$ cat src/include/exec_config.svh
`ifndef EXEC_CONFIG_SVH
`define EXEC_CONFIG_SVH

// datapath width of the integer pipeline
`define EXEC_XLEN 32

// shifts use only this many low bits of src_b
`define EXEC_SHAMT_W 5

// one quotient bit per iteration
`define EXEC_DIV_STEPS 32

`endif

$ cat src/rtl/isa_pkg.sv
`include "exec_config.svh"

package isa_pkg;

    typedef logic [`EXEC_XLEN-1:0] word_t;

    // operation select as issued by decode
    typedef enum logic [5:0] {
        NOP   = 6'd0,
        ADD   = 6'd1,
        SUB   = 6'd2,
        SLT   = 6'd3,
        SLTU  = 6'd4,
        DIV   = 6'd5,
        DIVU  = 6'd6,
        MULT  = 6'd7,
        MULTU = 6'd8,
        AND   = 6'd9,
        NOR   = 6'd10,
        OR    = 6'd11,
        XOR   = 6'd12,
        SLL   = 6'd13,
        SRA   = 6'd14,
        SRL   = 6'd15,
        LUI   = 6'd16,
        MFHI  = 6'd17,  // read back HI
        MFLO  = 6'd18,
        MTHI  = 6'd19,  // src_a into HI
        MTLO  = 6'd20
    } alu_sel_e;

endpackage

$ cat src/rtl/hilo_unit.sv
module hilo_unit (
    input  logic              clk,
    input  logic              rst_n,
    input  isa_pkg::alu_sel_e alu_sel,
    input  isa_pkg::word_t    alu_res,
    input  isa_pkg::word_t    alu_hi_res,
    input  isa_pkg::word_t    alu_lo_res,
    input  logic [1:0]        hilo_we,
    output isa_pkg::word_t    exec_res,
    output isa_pkg::word_t    hi,
    output isa_pkg::word_t    lo
);
    isa_pkg::word_t hi_q;
    isa_pkg::word_t lo_q;

    // architectural registers, cleared so reads after reset are defined
    always_ff @(posedge clk) begin
        if (!rst_n) begin
            hi_q <= '0;
            lo_q <= '0;
        end else begin
            if (hilo_we[1])
                hi_q <= alu_hi_res;
            if (hilo_we[0])
                lo_q <= alu_lo_res;
        end
    end

    // move-from sees the value before this edge
    always_comb begin
        case (alu_sel)
            isa_pkg::MFHI: exec_res = hi_q;
            isa_pkg::MFLO: exec_res = lo_q;
            default:       exec_res = alu_res;
        endcase
    end

    assign hi = hi_q;
    assign lo = lo_q;

endmodule

$ cat config.mk
export PLATFORM = sky130hd
export DESIGN_NAME = hilo_unit
export DESIGN_NICKNAME = d
export VERILOG_FILES = /design/src/rtl/isa_pkg.sv /design/src/rtl/hilo_unit.sv
export VERILOG_INCLUDE_DIRS = /design/src /design/src/include
export SDC_FILE = /design/constraint.sdc
export NUM_CORES = 1
export LEC_CHECK = 0
export BUFFER_PORTS_ARGS = -buffer_cell sky130_fd_sc_hd__buf_2
export CAP_MARGIN = 15
export CELL_PAD_IN_SITES_DETAIL_PLACEMENT = 0
export CELL_PAD_IN_SITES_GLOBAL_PLACEMENT = 1
export CORE_MARGIN = 3
export CORE_UTILIZATION = 35
export DETAILED_ROUTE_END_ITERATION = 12
export HOLD_SLACK_MARGIN = 0.12
export PLACE_DENSITY_LB_ADDON = 0.1
export SLEW_MARGIN = 0
export SYNTH_ARGS = -nofsm -noshare
export SYNTH_HDL_FRONTEND = slang
export SYNTH_SLANG_ARGS = --single-unit
$ cat constraint.sdc
create_clock -name clk -period 4.7 [get_ports clk]
set_clock_uncertainty 0.2 [all_clocks]
set_input_delay 0.94 -clock clk [delete_from_list [all_inputs] [get_ports clk]]
set_output_delay 0.94 -clock clk [all_outputs]
set_load 0.01 [all_outputs]
==> summary.md <==
| Metric | Value |
|---|---|
| Core area | 0.01046 mm2 |
| Multi-input logic area | 0.002278 mm2 |
| Critical path's top delay family | buffers and inverters |
| Initial antenna violation count | 0 |
| Clk pwr share | 0.352 |
| CTS Buffer Depth | 2 |
| Total grt overflow | 0 |
| Worst setup SP type | input port |
| P per Cell Area | 274.7 mW/mm2 |
| Worst R2R Path Depth | 2 |
| Share of cells above drive strength 1 | 0.3847 |
| Syn_nets | 503 |
| Worst EP arrival | 2.66 ns |
| All-Layer GR Usage | 0.1847 |
| Relative slew slack | 0.3127 |
| Fillcell total | 1,071 |
| Post-CTS Setup Bufs | 0 |
| Internal power | 0.9881 mW |
| Combinational Power Share | 0.210 |
| Largest net degree at the start of global routing | 66 |
| Fin Setup TNS | 0 ns |
| TritonCTS clock tree | built |
| Drt drc | 0 |
| Post-Syn Area | 0.003805 mm2 |
| Vias in the first global route | 3,391 |
| Final WL | 11,450 um |
| CP required | 3.56 ns |
| Mapped Cells | 397 |
| CP cell instances | buf_2, buf_4, and2_1, buf_4, o21ai_0, nand3_1, buf_2 |
| Clk slew on worst S/H paths | 0.06 ns |
| Yosys warnings | 0 |
| Input/output buffers | 201 |
| Slew at the pin closest to its max-slew limit | 1.031 ns |
| Minimum clock period | 3.802 ns |
| Vias | 3,527 |
| Register area | 0.001281 mm2 |
| Leading area contributor after synthesis | dfxtp_1 |
| Setup Viol. Count Final | 0 |
| Synth top area share | 0.3367 |
| Stages on worst setup path | 7 |
| Max incr delay on CP | 0.49 ns |
| Net Sw Power | 0.3814 mW |
| Clk Latency, worst-skew pair | 0.33 ns |
| Post-synthesis cell type count | 15 |
| Worst Hold Class | register to register |
| Crit path kind | input port to output pin |
| Crit end category | output pin |
| Clock Sinks | 64 |
| Post-Syn Area per Cell | 9.584 um2 |
| Root Driver | clkbuf_8 |
| Row count | 37 |
| Maxcap violations | 0 |
| Lkg Pwr | 2.464 nW |
| Switching share of total power | 0.2785 |
| Hold depth | 2 |
| DR WL/cell | 16.06 um |
| Initial drt markers | 173 |
| Fin util | 0.4764 |
| PostCTS Resize Cnt | 0 |
| HPWL Detailed | 8011 um |
| Critical path fanouts, max | 65 |
| Area Overhead vs Synth | 31.01% |
| Total Die Area | 0.01216 mm2 |
| Reg2reg setup slack | 3.82 ns |
| Pre-antenna DRT Iters | 6 |
| Outcome | finished, final reports clean |
| Worst vdd ir | 142.9 uV |
| Top cells by area, synth | dfxtp_1 34%, mux2i_1 25%, nor2b_1 11% |
| Period utilization | 0.8090 |
| GP Congestion | 0.7639 |
| Crit path buf inv count | 4 |
| Slew Viols, Final | 0 |
| Worst path slowest cell | buf_4 |
| RSZ-0062 raised after global routing | no |
| Reg power frac | 0.438 |
| Cts bufs inserted | 9 |
| Die height | 110.3 um |
| Sequential area share after synthesis | 0.3367 |
| H-tree levels | 3 |
| Ant. Diodes | 0 |
| IO Count | 202 |
| #FFs+latches synth | 64 |
| Final ANT Viol Nets | 0 |
| Vias per inst | 4.947 |
| Max Freq | 263.0 MHz |
| Hold Vio Cnt, Final | 0 |
| Post-layout net count | 678 |
| First-pass GRT wire length | 17,560 um |
| DIE WIDTH | 110.3 um |
| Initial core utilization | 0.3637 |
| CTS Hold Buffers Added | 0 |
cells by family (layout without fill, tap and decap cells):
logic type | count (synthesis) | after routing | share of synthesized area
buffers and inverters | 42 | 222 | 0.06741
and+or+nand+nor | 163 | 163 | 0.3012
DFF | 64 | 64 | 0.3367
AOI/OAI and AO/OA | 32 | 32 | 0.04209
muxes | 96 | 96 | 0.2525
stage by stage:
stage	cell area, um2	setup slack [ns]	hold slack, ns	power (mW)	std cells
after floorplan	3805	1.691	0.3460	0.7746	397
after detailed placement	4786	0.9211	0.3252	0.9026	697
after CTS	4985	0.9164	0.3409	1.390	713
after global routing	4985	0.7045	0.3582	1.452	713
after global placement	4786	0.9463	0.3110	0.8999	697
final	4985	0.8979	0.3356	1.370	713
flip-flops by register name, indices dropped and copies added (netlist names):
name  cells
hi       32
lo       32
placed cells by master (no fill, tap or decap), drive strengths merged:
cell	count
and2	1
and3b	32
buf	206
bufinv	1
clkbuf	13
clkinv	2
dfxtp	64
mux2i	96
nand3	32
nand4b	32
nor2	1
nor2b	64
nor4b	1
o21ai	32
worst paths after layout:
check | end | startpoint
setup / recovery | exec_res[0] | alu_sel[1]
hold / removal | hi[23] | hi[23]
setup reg to reg | lo[4] | lo[4]
hold reg to reg | hi[23] | hi[23]
final cells by class:
class	count	area share
Timing Repair Buffer	206	0.2118
Tap cell	136	0.03414
Clock inverter	3	0.008032
Sequential cell	64	0.2570
Multi-Input combinational cell	291	0.4571
Clock buffer	13	0.03188
tightest hold or removal path, delay by kind of cell, from the launching register on:
| family | cells | cell delay (ns) |
|---|---|---|
| mux | 1 | 0.12 |
| flops | 1 | 0.32 |
| simple gates | 1 | 0.05 |
cell usage after synthesis:
master / n
mux2i_1: 96
dfxtp_1: 64
nor2b_1: 64
and3b_1: 32
nand3_1: 32
nand4b_1: 32
o21ai_0: 32
clkbuf_1: 19
buf_2: 15
buf_6: 4
buf_12: 3
and2_1: 1
clkbuf_2: 1
nor2_1: 1
nor4b_2: 1
per-layer routing:
metal  share of wire  vias up  global-route usage
met5               0        -                   0
met2            0.45      124              0.2981
met4           0.012        0             0.05629
met3           0.088       11             0.05533
li1                -     1777                   -
met1            0.45     1615              0.2375
power by group through the flow:
stage               clock network [mW]  logic (mW)  registers (mW)
floorplan                            0       0.152           0.623
global placement                     0       0.289           0.611
detailed placement                   0       0.290           0.613
CTS                              0.499       0.291           0.600
global route                     0.528       0.319           0.605
finish                           0.482       0.287           0.600
(Power assumes the default switching activity.)
